### src/include/pkt_settings.svh
`ifndef PKT_SETTINGS_SVH
`define PKT_SETTINGS_SVH

// Payload width of one beat.
`define PKT_DATA_W 8

// Default FIFO depth is 2**PKT_FIFO_ADDR_W entries.
`define PKT_FIFO_ADDR_W 4

// Longest legal frame in beats.
`define PKT_MAX_BEATS 12
`define PKT_CNT_W 5

`endif

### src/hw/pkt_pkg.sv
`include "pkt_settings.svh"

package pkt_pkg;

  // Payload byte of one beat.
  typedef logic [`PKT_DATA_W-1:0] data_t;

  // Beats seen so far in the current frame.
  typedef logic [`PKT_CNT_W-1:0] beat_cnt_t;

  // One stream beat. bad is the tuser marker of a bad frame.
  typedef struct packed {
    data_t data;
    logic  last;
    logic  bad;
  } axis_beat_t;

  // Ingress policer FSM.
  typedef enum logic [1:0] {
    POL_IDLE,
    POL_FRAME,
    POL_OVERSIZE
  } policer_state_t;

endpackage

### src/hw/frame_len_counter.sv
`timescale 1ns/1ps
`include "pkt_settings.svh"

module frame_len_counter (
  input  logic              clk,
  input  logic              rst,
  input  logic              beat_fire,
  input  logic              beat_last,
  output pkt_pkg::beat_cnt_t beat_count,
  output logic              over_limit
);

  localparam pkt_pkg::beat_cnt_t MAX_BEATS = pkt_pkg::beat_cnt_t'(`PKT_MAX_BEATS);
  localparam pkt_pkg::beat_cnt_t CNT_SAT   = '1;

  pkt_pkg::beat_cnt_t count_q;

  always_ff @(posedge clk) begin
    if (rst) begin
      count_q <= '0;
    end else if (beat_fire) begin
      if (beat_last) begin
        count_q <= '0;
      end else if (count_q != CNT_SAT) begin
        count_q <= count_q + 1'b1;
      end
    end
  end

  assign beat_count = count_q;

  // The limit is reached, so one more beat makes the frame oversize.
  assign over_limit = (count_q >= MAX_BEATS);

  a_no_wrap: assert property (
    @(posedge clk) disable iff (rst)
    (beat_fire && !beat_last) |=> (count_q != '0) && (count_q >= $past(count_q))
  ) else $error("frame_len_counter: beat count wrapped");

endmodule

### src/hw/ingress_policer.sv
`timescale 1ns/1ps
`include "pkt_settings.svh"

module ingress_policer (
  input  logic                clk,
  input  logic                rst,
  input  pkt_pkg::axis_beat_t in_beat,
  input  logic                in_valid,
  output logic                in_ready,
  output pkt_pkg::axis_beat_t pol_beat,
  output logic                pol_valid,
  input  logic                pol_ready,
  output logic                beat_fire,
  output logic                beat_last,
  input  logic                over_limit
);

  pkt_pkg::policer_state_t state_q;
  pkt_pkg::policer_state_t state_d;
  logic                    force_bad;

  // Straight path to the FIFO, zero latency.
  assign in_ready  = pol_ready;
  assign pol_valid = in_valid;
  assign beat_fire = in_valid && pol_ready;
  assign beat_last = in_beat.last;

  assign force_bad = (state_q == pkt_pkg::POL_OVERSIZE) || over_limit;

  always_comb begin
    pol_beat = in_beat;
    if (force_bad && in_beat.last) begin
      pol_beat.bad = 1'b1;
    end
  end

  always_comb begin
    state_d = state_q;
    if (beat_fire) begin
      if (in_beat.last) begin
        state_d = pkt_pkg::POL_IDLE;
      end else if (over_limit) begin
        state_d = pkt_pkg::POL_OVERSIZE;
      end else if (state_q == pkt_pkg::POL_IDLE) begin
        state_d = pkt_pkg::POL_FRAME;
      end
    end
  end

  always_ff @(posedge clk) begin
    if (rst) begin
      state_q <= pkt_pkg::POL_IDLE;
    end else begin
      state_q <= state_d;
    end
  end

  // Once a frame runs past the limit, its last beat must leave marked bad.
  a_oversize_bad: assert property (
    @(posedge clk) disable iff (rst)
    (state_q == pkt_pkg::POL_OVERSIZE && beat_fire && pol_beat.last) |-> pol_beat.bad
  ) else $error("ingress_policer: oversize frame left without bad marker");

  // The length counter stays past the limit for the rest of an oversize frame.
  a_oversize_limit: assert property (
    @(posedge clk) disable iff (rst)
    (state_q == pkt_pkg::POL_OVERSIZE) |-> over_limit
  ) else $error("ingress_policer: oversize state while counter is under the limit");

endmodule

### src/hw/frame_fifo.sv
`timescale 1ns/1ps
`include "pkt_settings.svh"

module frame_fifo #(
  parameter int ADDR_W = `PKT_FIFO_ADDR_W
) (
  input  logic                clk,
  input  logic                rst,
  input  pkt_pkg::axis_beat_t s_beat,
  input  logic                s_valid,
  output logic                s_ready,
  output pkt_pkg::axis_beat_t m_beat,
  output logic                m_valid,
  input  logic                m_ready,
  output logic                status_good,
  output logic                status_bad,
  output logic                status_overflow
);

  localparam int DEPTH = 2 ** ADDR_W;

  // Pointers carry one extra bit to tell full from empty.
  logic [ADDR_W:0] wr_ptr_q;
  logic [ADDR_W:0] wr_ptr_d;
  logic [ADDR_W:0] wr_cur_q;
  logic [ADDR_W:0] wr_cur_d;
  logic [ADDR_W:0] rd_ptr_q;
  logic [ADDR_W:0] rd_ptr_d;
  logic [ADDR_W:0] fill;

  pkt_pkg::axis_beat_t mem [DEPTH];
  pkt_pkg::axis_beat_t mem_rd_q;
  pkt_pkg::axis_beat_t out_q;

  logic mem_vld_q;
  logic mem_vld_d;
  logic out_vld_q;
  logic out_vld_d;
  logic ready_q;
  logic drop_q;
  logic drop_d;
  logic good_q;
  logic good_d;
  logic bad_q;
  logic bad_d;
  logic ovf_q;
  logic ovf_d;
  logic s_fire;
  logic write;
  logic read;
  logic store_out;
  logic full_cur;
  logic empty;

  assign full_cur = (wr_cur_q[ADDR_W] != rd_ptr_q[ADDR_W]) &&
                    (wr_cur_q[ADDR_W-1:0] == rd_ptr_q[ADDR_W-1:0]);
  // Only committed frames are visible to the read side.
  assign empty    = (wr_ptr_q == rd_ptr_q);
  assign fill     = wr_cur_q - rd_ptr_q;

  // Frames are dropped when full, so the input never stalls.
  assign s_ready = ready_q;
  assign s_fire  = s_valid && ready_q;

  always_comb begin
    write    = 1'b0;
    wr_ptr_d = wr_ptr_q;
    wr_cur_d = wr_cur_q;
    drop_d   = drop_q;
    good_d   = 1'b0;
    bad_d    = 1'b0;
    ovf_d    = 1'b0;
    if (s_fire) begin
      if (full_cur || drop_q) begin
        // Discard the rest of the frame.
        drop_d = 1'b1;
        if (s_beat.last) begin
          wr_cur_d = wr_ptr_q;
          drop_d   = 1'b0;
          ovf_d    = 1'b1;
        end
      end else begin
        write    = 1'b1;
        wr_cur_d = wr_cur_q + 1'b1;
        if (s_beat.last) begin
          if (s_beat.bad) begin
            wr_cur_d = wr_ptr_q;
            bad_d    = 1'b1;
          end else begin
            wr_ptr_d = wr_cur_q + 1'b1;
            good_d   = 1'b1;
          end
        end
      end
    end
  end

  always_ff @(posedge clk) begin
    if (rst) begin
      ready_q  <= 1'b0;
      wr_ptr_q <= '0;
      wr_cur_q <= '0;
      drop_q   <= 1'b0;
      good_q   <= 1'b0;
      bad_q    <= 1'b0;
      ovf_q    <= 1'b0;
    end else begin
      ready_q  <= 1'b1;
      wr_ptr_q <= wr_ptr_d;
      wr_cur_q <= wr_cur_d;
      drop_q   <= drop_d;
      good_q   <= good_d;
      bad_q    <= bad_d;
      ovf_q    <= ovf_d;
    end
    if (write) begin
      mem[wr_cur_q[ADDR_W-1:0]] <= s_beat;
    end
  end

  // Two-stage read pipeline, memory register then output register.
  assign store_out = m_ready || !out_vld_q;

  always_comb begin
    read      = 1'b0;
    rd_ptr_d  = rd_ptr_q;
    mem_vld_d = mem_vld_q;
    out_vld_d = out_vld_q;
    if (store_out || !mem_vld_q) begin
      if (!empty) begin
        read      = 1'b1;
        mem_vld_d = 1'b1;
        rd_ptr_d  = rd_ptr_q + 1'b1;
      end else begin
        mem_vld_d = 1'b0;
      end
    end
    if (store_out) begin
      out_vld_d = mem_vld_q;
    end
  end

  always_ff @(posedge clk) begin
    if (rst) begin
      rd_ptr_q  <= '0;
      mem_vld_q <= 1'b0;
      out_vld_q <= 1'b0;
    end else begin
      rd_ptr_q  <= rd_ptr_d;
      mem_vld_q <= mem_vld_d;
      out_vld_q <= out_vld_d;
    end
    if (read) begin
      mem_rd_q <= mem[rd_ptr_q[ADDR_W-1:0]];
    end
    if (store_out) begin
      out_q <= mem_rd_q;
    end
  end

  assign m_beat          = out_q;
  assign m_valid         = out_vld_q;
  assign status_good     = good_q;
  assign status_bad      = bad_q;
  assign status_overflow = ovf_q;

  a_ready_high: assert property (
    @(posedge clk) disable iff (rst)
    !$past(rst) |-> s_ready
  ) else $error("frame_fifo: s_ready dropped outside reset");

  a_fill_bound: assert property (
    @(posedge clk) disable iff (rst)
    fill <= DEPTH
  ) else $error("frame_fifo: occupancy %0d exceeds depth", fill);

endmodule

### src/hw/pkt_buffer_top.sv
`timescale 1ns/1ps
`include "pkt_settings.svh"

module pkt_buffer_top (
  input  logic                clk,
  input  logic                rst,
  input  pkt_pkg::axis_beat_t in_beat,
  input  logic                in_valid,
  output logic                in_ready,
  output pkt_pkg::axis_beat_t out_beat,
  output logic                out_valid,
  input  logic                out_ready,
  output logic                status_good,
  output logic                status_bad,
  output logic                status_overflow
);

  pkt_pkg::axis_beat_t pol_beat;
  logic                pol_valid;
  logic                pol_ready;
  logic                beat_fire;
  logic                beat_last;
  logic                over_limit;

  ingress_policer u_policer (
    .clk        (clk),
    .rst        (rst),
    .in_beat    (in_beat),
    .in_valid   (in_valid),
    .in_ready   (in_ready),
    .pol_beat   (pol_beat),
    .pol_valid  (pol_valid),
    .pol_ready  (pol_ready),
    .beat_fire  (beat_fire),
    .beat_last  (beat_last),
    .over_limit (over_limit)
  );

  frame_len_counter u_len_cnt (
    .clk        (clk),
    .rst        (rst),
    .beat_fire  (beat_fire),
    .beat_last  (beat_last),
    .beat_count (),
    .over_limit (over_limit)
  );

  frame_fifo #(
    .ADDR_W (`PKT_FIFO_ADDR_W)
  ) u_fifo (
    .clk             (clk),
    .rst             (rst),
    .s_beat          (pol_beat),
    .s_valid         (pol_valid),
    .s_ready         (pol_ready),
    .m_beat          (out_beat),
    .m_valid         (out_valid),
    .m_ready         (out_ready),
    .status_good     (status_good),
    .status_bad      (status_bad),
    .status_overflow (status_overflow)
  );

endmodule

### config.mk
export PLATFORM = sky130hd
export DESIGN_NAME = pkt_buffer_top
export DESIGN_NICKNAME = d
export VERILOG_FILES = /design/src/hw/pkt_pkg.sv /design/src/hw/frame_len_counter.sv /design/src/hw/ingress_policer.sv /design/src/hw/frame_fifo.sv /design/src/hw/pkt_buffer_top.sv
export VERILOG_INCLUDE_DIRS = /design/src /design/src/include
export SDC_FILE = /design/constraint.sdc
export NUM_CORES = 1
export LEC_CHECK = 0
export BUFFER_PORTS_ARGS = -buffer_cell sky130_fd_sc_hd__buf_2
export CAP_MARGIN = 20
export CORE_MARGIN = 2
export CORE_UTILIZATION = 45
export DETAILED_ROUTE_END_ITERATION = 8
export GPL_TIMING_DRIVEN = 0
export PLACE_DENSITY = 0.69
export SLEW_MARGIN = 20
export SYNTH_ARGS = -nofsm -noshare
export SYNTH_HDL_FRONTEND = slang
export SYNTH_SLANG_ARGS = --single-unit
### constraint.sdc
create_clock -name clk -period 6.2 [get_ports clk]
set_input_delay 0.93 -clock clk [delete_from_list [all_inputs] [get_ports clk]]
set_output_delay 0.93 -clock clk [all_outputs]
set_load 0.02 [all_outputs]
# Word-level counts from Yosys, hierarchy flattened
# Memory sizes are Yosys's and may differ from the RTL's. A register that Yosys moved wholly into a read port is not among the register bits.
# Cells that the tools add are included.
[word_totals] inputBits=14 ram_bits=160 out_inout_bits=15 word_cells=71 mem_count=1 reg_bits=39
[op_classes] n_lt_le_gt_ge=1 mux=21 addsub=3 bitwise_logic=4 n_reduce_logical=20 eq_ne=6
[mem_list] name="u_fifo.mem" words=16 word_bits=10 rd=1 rd_clocked_by_memory_dff=1 write_ports=1 line="frame_fifo.sv:31" rtl="pkt_pkg::axis_beat_t mem [DEPTH];"
[op_table] op="5-bit two-way mux" count=6
[op_table] op="5-bit by 1-bit adder with 5-bit output (second input constant)" count=3
[op_table] op="1-bit two-way mux" count=12
[op_table] op="2-bit AND reduction" count=5
[op_table] op="2-bit two-way mux" count=3
[op_table] op="5-bit equality test" count=1
[op_table] op="5-bit by 4-bit >= comparator with 1-bit output (second input constant)" count=1
[op_table] op="5-bit != test (second input constant)" count=1
[op_table] op="4-bit equality test" count=1
[op_table] op="1-bit logical OR" count=4
[op_table] op="1-bit NOT" count=4
[op_table] op="4-bit OR reduction" count=1
[op_table] op="1-bit logical AND" count=3
[op_table] op="3-bit AND reduction" count=1
[op_table] op="3-bit nonzero test" count=1
[op_table] op="3-bit OR reduction" count=1
[op_table] op="2-bit equality test (second input constant)" count=1
[op_table] op="1-bit zero test" count=2
[op_table] op="2-bit zero test" count=1
[op_table] op="2-bit != test (second input constant)" count=1
[op_table] op="2-bit nonzero test" count=1
[op_table] op="1-bit != test" count=1

# Logic depth before layout (Yosys ltp)
[depth] ltp_word=7 depth_mapped=8 ltp_nobuf=8

# By module
# Synthesis repeated with hierarchy kept, for this count alone.
[unflattened] hier_cells=485 area_unflattened_um2=8443.1
[by_module_without_submodules] mod="frame_fifo" seq_area_each_um2=5845.6 cells_each=427 n_inst=1 area_each_um2=7946.4
[by_module_without_submodules] mod="frame_len_counter" seq_area_each_um2=100.1 cells_each=34 n_inst=1 area_each_um2=285.3
[by_module_without_submodules] mod="ingress_policer" seq_area_each_um2=40.0 cells_each=24 n_inst=1 area_each_um2=211.5

# Least setup slack after synthesis
# Ideal clock, no wire load.
[synth_path] kind="input port to flip-flop" from="input port in_valid" to="memory u_fifo.mem[15][0] (netlist bit) (enable)" required_ns=5.857 setup_slack_ns=3.835 cell_stages=4 setup_time_ns=0.343 t_arrival_ns=2.022 path_buffers=1 cell_sequence="nand2_1 a211oi_2 clkbuf_2 and3_1"
[synth_via] elab_chain_len=4
[synth_rtl] item="start: declaration" line="pkt_buffer_top.sv:8" rtl="input logic in_valid,"
[synth_rtl] item="1-bit logical AND" line="frame_fifo.sv:63" rtl="assign s_fire = s_valid && ready_q;"
[synth_rtl] item="1-bit two-way mux" line="frame_fifo.sv:73" rtl="if (s_fire) begin"
[synth_rtl] item="1-bit two-way mux" line="frame_fifo.sv:116" rtl="if (write) begin"
[synth_rtl] item="1-bit two-way mux (implied by the code)" line="frame_fifo.sv:117" rtl="mem[wr_cur_q[ADDR_W-1:0]] <= s_beat;"
[synth_rtl] item="end: declaration" line="frame_fifo.sv:31"
# No other way between the ends.

# Final worst setup path
[layout_path] from="register u_fifo.rd_ptr_q[1]" to="memory u_fifo.mem[15][5] (netlist bit) (enable)"
[layout_via] elab_chain_len=7
[layout_rtl] item="start: declaration" line="frame_fifo.sv:27" rtl="logic [ADDR_W:0] rd_ptr_q;"
[layout_rtl] item="start signal: assignment" line="frame_fifo.sv:149" rtl="rd_ptr_q <= rd_ptr_d;"
[layout_rtl] item="4-bit equality test" line="frame_fifo.sv:56" rtl="(wr_cur_q[ADDR_W-1:0] == rd_ptr_q[ADDR_W-1:0]);"
[layout_rtl] item="1-bit logical AND" line="frame_fifo.sv:55" rtl="assign full_cur = (wr_cur_q[ADDR_W] != rd_ptr_q[ADDR_W]) &&"
[layout_rtl] item="1-bit logical OR" line="frame_fifo.sv:74" rtl="if (full_cur || drop_q) begin"
[layout_rtl] item="1-bit two-way mux" line="frame_fifo.sv:74"
[layout_rtl] item="1-bit two-way mux" line="frame_fifo.sv:73"
[layout_rtl] item="1-bit two-way mux" line="frame_fifo.sv:116"
[layout_rtl] item="1-bit two-way mux (implied by the code)" line="frame_fifo.sv:117"
# No other way between the ends.

==> parameters.txt <==
Parameter                              Value

Run status
  Status    finished clean

Route
  Count of antenna-violating nets left after detailed routing    0
  Per-cell routed wire length    20.8 um
  Initial drt markers    344
  Number of vias per cell    5.61
  Pre-Repair DR Iteration Count    4
  Routed wire length    15,100 um
  Vias    4,078
  Number of remaining DRC errors    0

Critical path
  Endpoint kind of the worst setup timing path    register
  Critical path startpoint category    register
  Setup crit start    u_fifo.rd_ptr_q[1]
  Arrival time worst endpoint    2.76 ns
  Source of the worst register-to-register timing path    u_fifo.rd_ptr_q[1]
  Flop-to-flop setup slack    3.55 ns
  Maximum fanout along the worst path    10
  Depth of the worst register-to-register path    6
  CP Data Required Time    6.32 ns
  Reg2reg end    u_fifo.mem[15][5]
  Kind of critical path    register to register
  CP endpoint    u_fifo.mem[15][5]

STA
  Clk_skew    0.00969 ns
  Final Critical Period    2.65 ns
  Setup repair after global routing missed its margin    no
  Setup tns final    0 ns
  Max-slew violation total from the final report    0
  Worst slew slack as a fraction of its limit    0.559
  Transition time at the pin with the least slew margin    0.662 ns
  Final critical-path share of the clock period    0.427
  Endpoints failing setup    0
  Number of failing hold endpoints at the final stage    0
  Achievable frequency    378 MHz

Cells and area
  Summed area of non-filler cells in the final layout    9410 um^2
  Area grow syn2layout    12.3%
  Number of antenna diodes    0
  Final std cells w/o fill    727
  Layout Nets    506
  Leading cell types in the layout, fill and taps excluded    180 x sky130_fd_sc_hd__edfxtp_1, 36 x sky130_fd_sc_hd__buf_2, 29 x sky130_fd_sc_hd__dfxtp_1
  Commonest non-fill, non-tap cell in the layout    sky130_fd_sc_hd__edfxtp_1
  Share of layout cells above drive strength 1    0.205

Power and ir drop
  Lkg Pwr    3.21 nW
  Power density relative to cell area    367 nW/um^2
  Peak ir drop on the vdd network    0.201 mV

Synth
  Count of different cell masters after synthesis    47
  Synthesized flop and latch total    209
  Synthesis Warnings    0
  Net count after synthesis    455
  Sequential element share of the synthesized area    0.714
  Post-synthesis async set-or-reset flop share    0
  Post-synth EDFFs    180
  Avg Cell Area, Syn    19.4 um^2
  Cells after synthesis    433
  Main flop type after synthesis    sky130_fd_sc_hd__edfxtp_1
  Cell area after synthesis    8380 um^2

Floorplan
  Die Area    19,700 um^2
  Site Rows    49
  I/O pin cnt    29
  Vertical extent of the die    140 um
  Die X    140 um
  Initial Util    0.462
  Core box area    18,100 um^2

Clock tree
  Clock net sink count    209
  Clock latency of the later-clocked register in the worst-skew pair    0.49 ns
  Clock slew seen by the registers of the worst setup and hold paths    0.06 ns
  Number of buffers inserted by post-CTS setup repair    0
  Clk Tree Root Cell    sky130_fd_sc_hd__clkbuf_16
  CTS H-tree depth    1
  TritonCTS clock tree    done
  Number of buffers inserted during clock tree synthesis    21
  Post-CTS sizing    0
  Buffers from clock root to sink, at most    3
  Hold buffer count at cts    0

Placed design
  GPL Wtd Cong    0.813
  Placement-stage cell area    8810 um^2
  Detailed placer's ending HPWL    10,100 um
  Placed cell count    690
  Number of I/O port buffers    28

Worst hold path
  Class of the worst hold path    register to register

Global route
  Wire length of the first global-routing pass    23,300 um
  Global-route usage over all layers    0.156
  Number of global-route vias before repair    4,028
  Maximum number of pins on one net before global-route repair    19
  Aggregate global routing overflow    0
  Antenna violations before repair    0

Flow run
  Max-cap violations    0
-- Yosys cell counts (2+ instances only) --
master | n | area share
sky130_fd_sc_hd__inv_1 | 14 | 0.0063
sky130_fd_sc_hd__clkbuf_1 | 2 | 0.00090
sky130_fd_sc_hd__a211oi_1 | 3 | 0.0027
sky130_fd_sc_hd__buf_6 | 5 | 0.0067
sky130_fd_sc_hd__a21oi_1 | 10 | 0.0060
sky130_fd_sc_hd__mux4_1 | 26 | 0.082
sky130_fd_sc_hd__edfxtp_1 | 180 | 0.64
sky130_fd_sc_hd__buf_2 | 8 | 0.0048
sky130_fd_sc_hd__nand4_1 | 3 | 0.0022
sky130_fd_sc_hd__o31ai_1 | 2 | 0.0018
sky130_fd_sc_hd__o211ai_1 | 3 | 0.0027
sky130_fd_sc_hd__ha_1 | 8 | 0.012
sky130_fd_sc_hd__a222oi_1 | 2 | 0.0024
sky130_fd_sc_hd__nor2_1 | 19 | 0.0085
sky130_fd_sc_hd__xor2_1 | 10 | 0.010
sky130_fd_sc_hd__and3_1 | 21 | 0.016
sky130_fd_sc_hd__mux4_2 | 24 | 0.064
sky130_fd_sc_hd__dfxtp_1 | 29 | 0.069
sky130_fd_sc_hd__and2_1 | 4 | 0.0030
sky130_fd_sc_hd__buf_8 | 3 | 0.0054
sky130_fd_sc_hd__o21ai_0 | 6 | 0.0036
sky130_fd_sc_hd__a21o_1 | 3 | 0.0027
sky130_fd_sc_hd__nor3_1 | 4 | 0.0024
sky130_fd_sc_hd__a221oi_1 | 2 | 0.0021
sky130_fd_sc_hd__a21boi_0 | 2 | 0.0018
sky130_fd_sc_hd__xnor2_1 | 7 | 0.0073
sky130_fd_sc_hd__mux2i_1 | 2 | 0.0024
sky130_fd_sc_hd__nor2b_1 | 3 | 0.0022
sky130_fd_sc_hd__nand3_1 | 3 | 0.0018
sky130_fd_sc_hd__nand2_1 | 8 | 0.0036
-- per-stage QoR --
stage	total power (W)	hold WS, ns	setup slack (ns)	utilization
6_report	0.00345	0.418	3.55	0.519
5_1_grt	0.00359	0.416	3.37	0.519
3_5_place_dp	0.00237	0.405	3.10	0.485
2_1_floorplan	0.00218	0.400	3.84	-
4_1_cts	0.00349	0.417	3.54	0.519
3_3_place_gp	0.00236	0.401	3.21	0.485
-- where the power goes --
group / leakage [nW] / internal [W] / total [W] / switching, W
Sequential: 1.88 / 0.00165 / 0.00168 / 0.0000267
Clock: 0.282 / 0.000627 / 0.00112 / 0.000494
Combinational: 1.05 / 0.000298 / 0.000652 / 0.000354
-- registers in the layout, summed over array words and instances, names as in the netlist --
| signal | flops |
|---|---|
| u_fifo.mem_vld_q | 1 |
| u_fifo.drop_q | 1 |
| u_fifo.m_valid | 1 |
| u_fifo.status_good | 1 |
| u_policer.state_q | 2 |
| u_fifo.wr_cur_q | 5 |
| u_len_cnt.beat_count | 5 |
| u_fifo.m_beat | 10 |
| u_fifo.status_bad | 1 |
| u_fifo.rd_ptr_q | 5 |
| u_fifo.s_ready | 1 |
| u_fifo.wr_ptr_q | 5 |
| u_fifo.mem | 160 |
| u_fifo.status_overflow | 1 |
| u_fifo.mem_rd_q | 10 |
-- worst min path at each step --
| stage | endpoint | startpoint | cells past startpoint | slack [ns] |
|---|---|---|---|---|
| floorplan | u_fifo.m_beat[0] | u_fifo.mem_rd_q[0] | 0 | 0.40 |
| global placement | u_fifo.m_beat[6] | u_fifo.mem_rd_q[6] | 0 | 0.40 |
| detailed placement | u_fifo.m_beat[5] | u_fifo.mem_rd_q[5] | 0 | 0.40 |
| CTS | u_fifo.m_beat[5] | u_fifo.mem_rd_q[5] | 0 | 0.42 |
| global route | u_fifo.m_beat[1] | u_fifo.mem_rd_q[1] | 0 | 0.42 |
| finish | u_fifo.m_beat[0] | u_fifo.mem_rd_q[0] | 0 | 0.42 |
-- critical path: stages, from the launching register on --
cell and delay [ns]:
sky130_fd_sc_hd__dfxtp_1 0.37, sky130_fd_sc_hd__buf_6 0.16, sky130_fd_sc_hd__xor2_1 0.19, sky130_fd_sc_hd__nor3_2 0.11, sky130_fd_sc_hd__a211oi_2 0.52, sky130_fd_sc_hd__clkbuf_2 0.30
sky130_fd_sc_hd__and3_1 0.62
-- per-layer routing --
layer	vias up	GRT usage	share of wire
met5	-	0	0
met4	0	0.0400	0.014
met3	18	0.0280	0.056
met2	113	0.246	0.47
met1	2084	0.227	0.46
li1	1863	-	-
-- area by class of cell --
| type | count | area [um^2] |
|---|---|---|
| plain buffers | 20 | 161 |
| repair buffers | 28 | 140 |
| inverters | 15 | 56.3 |
| flip-flops and latches | 209 | 5990 |
| clock buffers | 28 | 552 |
| fillers | 1416 | 8740 |
| multi-input cells | 189 | 2180 |
| well taps | 229 | 287 |
| clock inverters | 9 | 51.3 |
-- cell families (layout without fill, tap and decap cells) --
family,Yosys count,after routing,share of synthesized area
flops,209,209,0.714
simple gates,70,70,0.0457
mux,52,52,0.148
compound gates,42,42,0.0361
buf+inv,35,100,0.0260
xor+xnor,17,17,0.0178
fa+ha+maj,8,8,0.0119
Power figures use the tool's default switching activity.
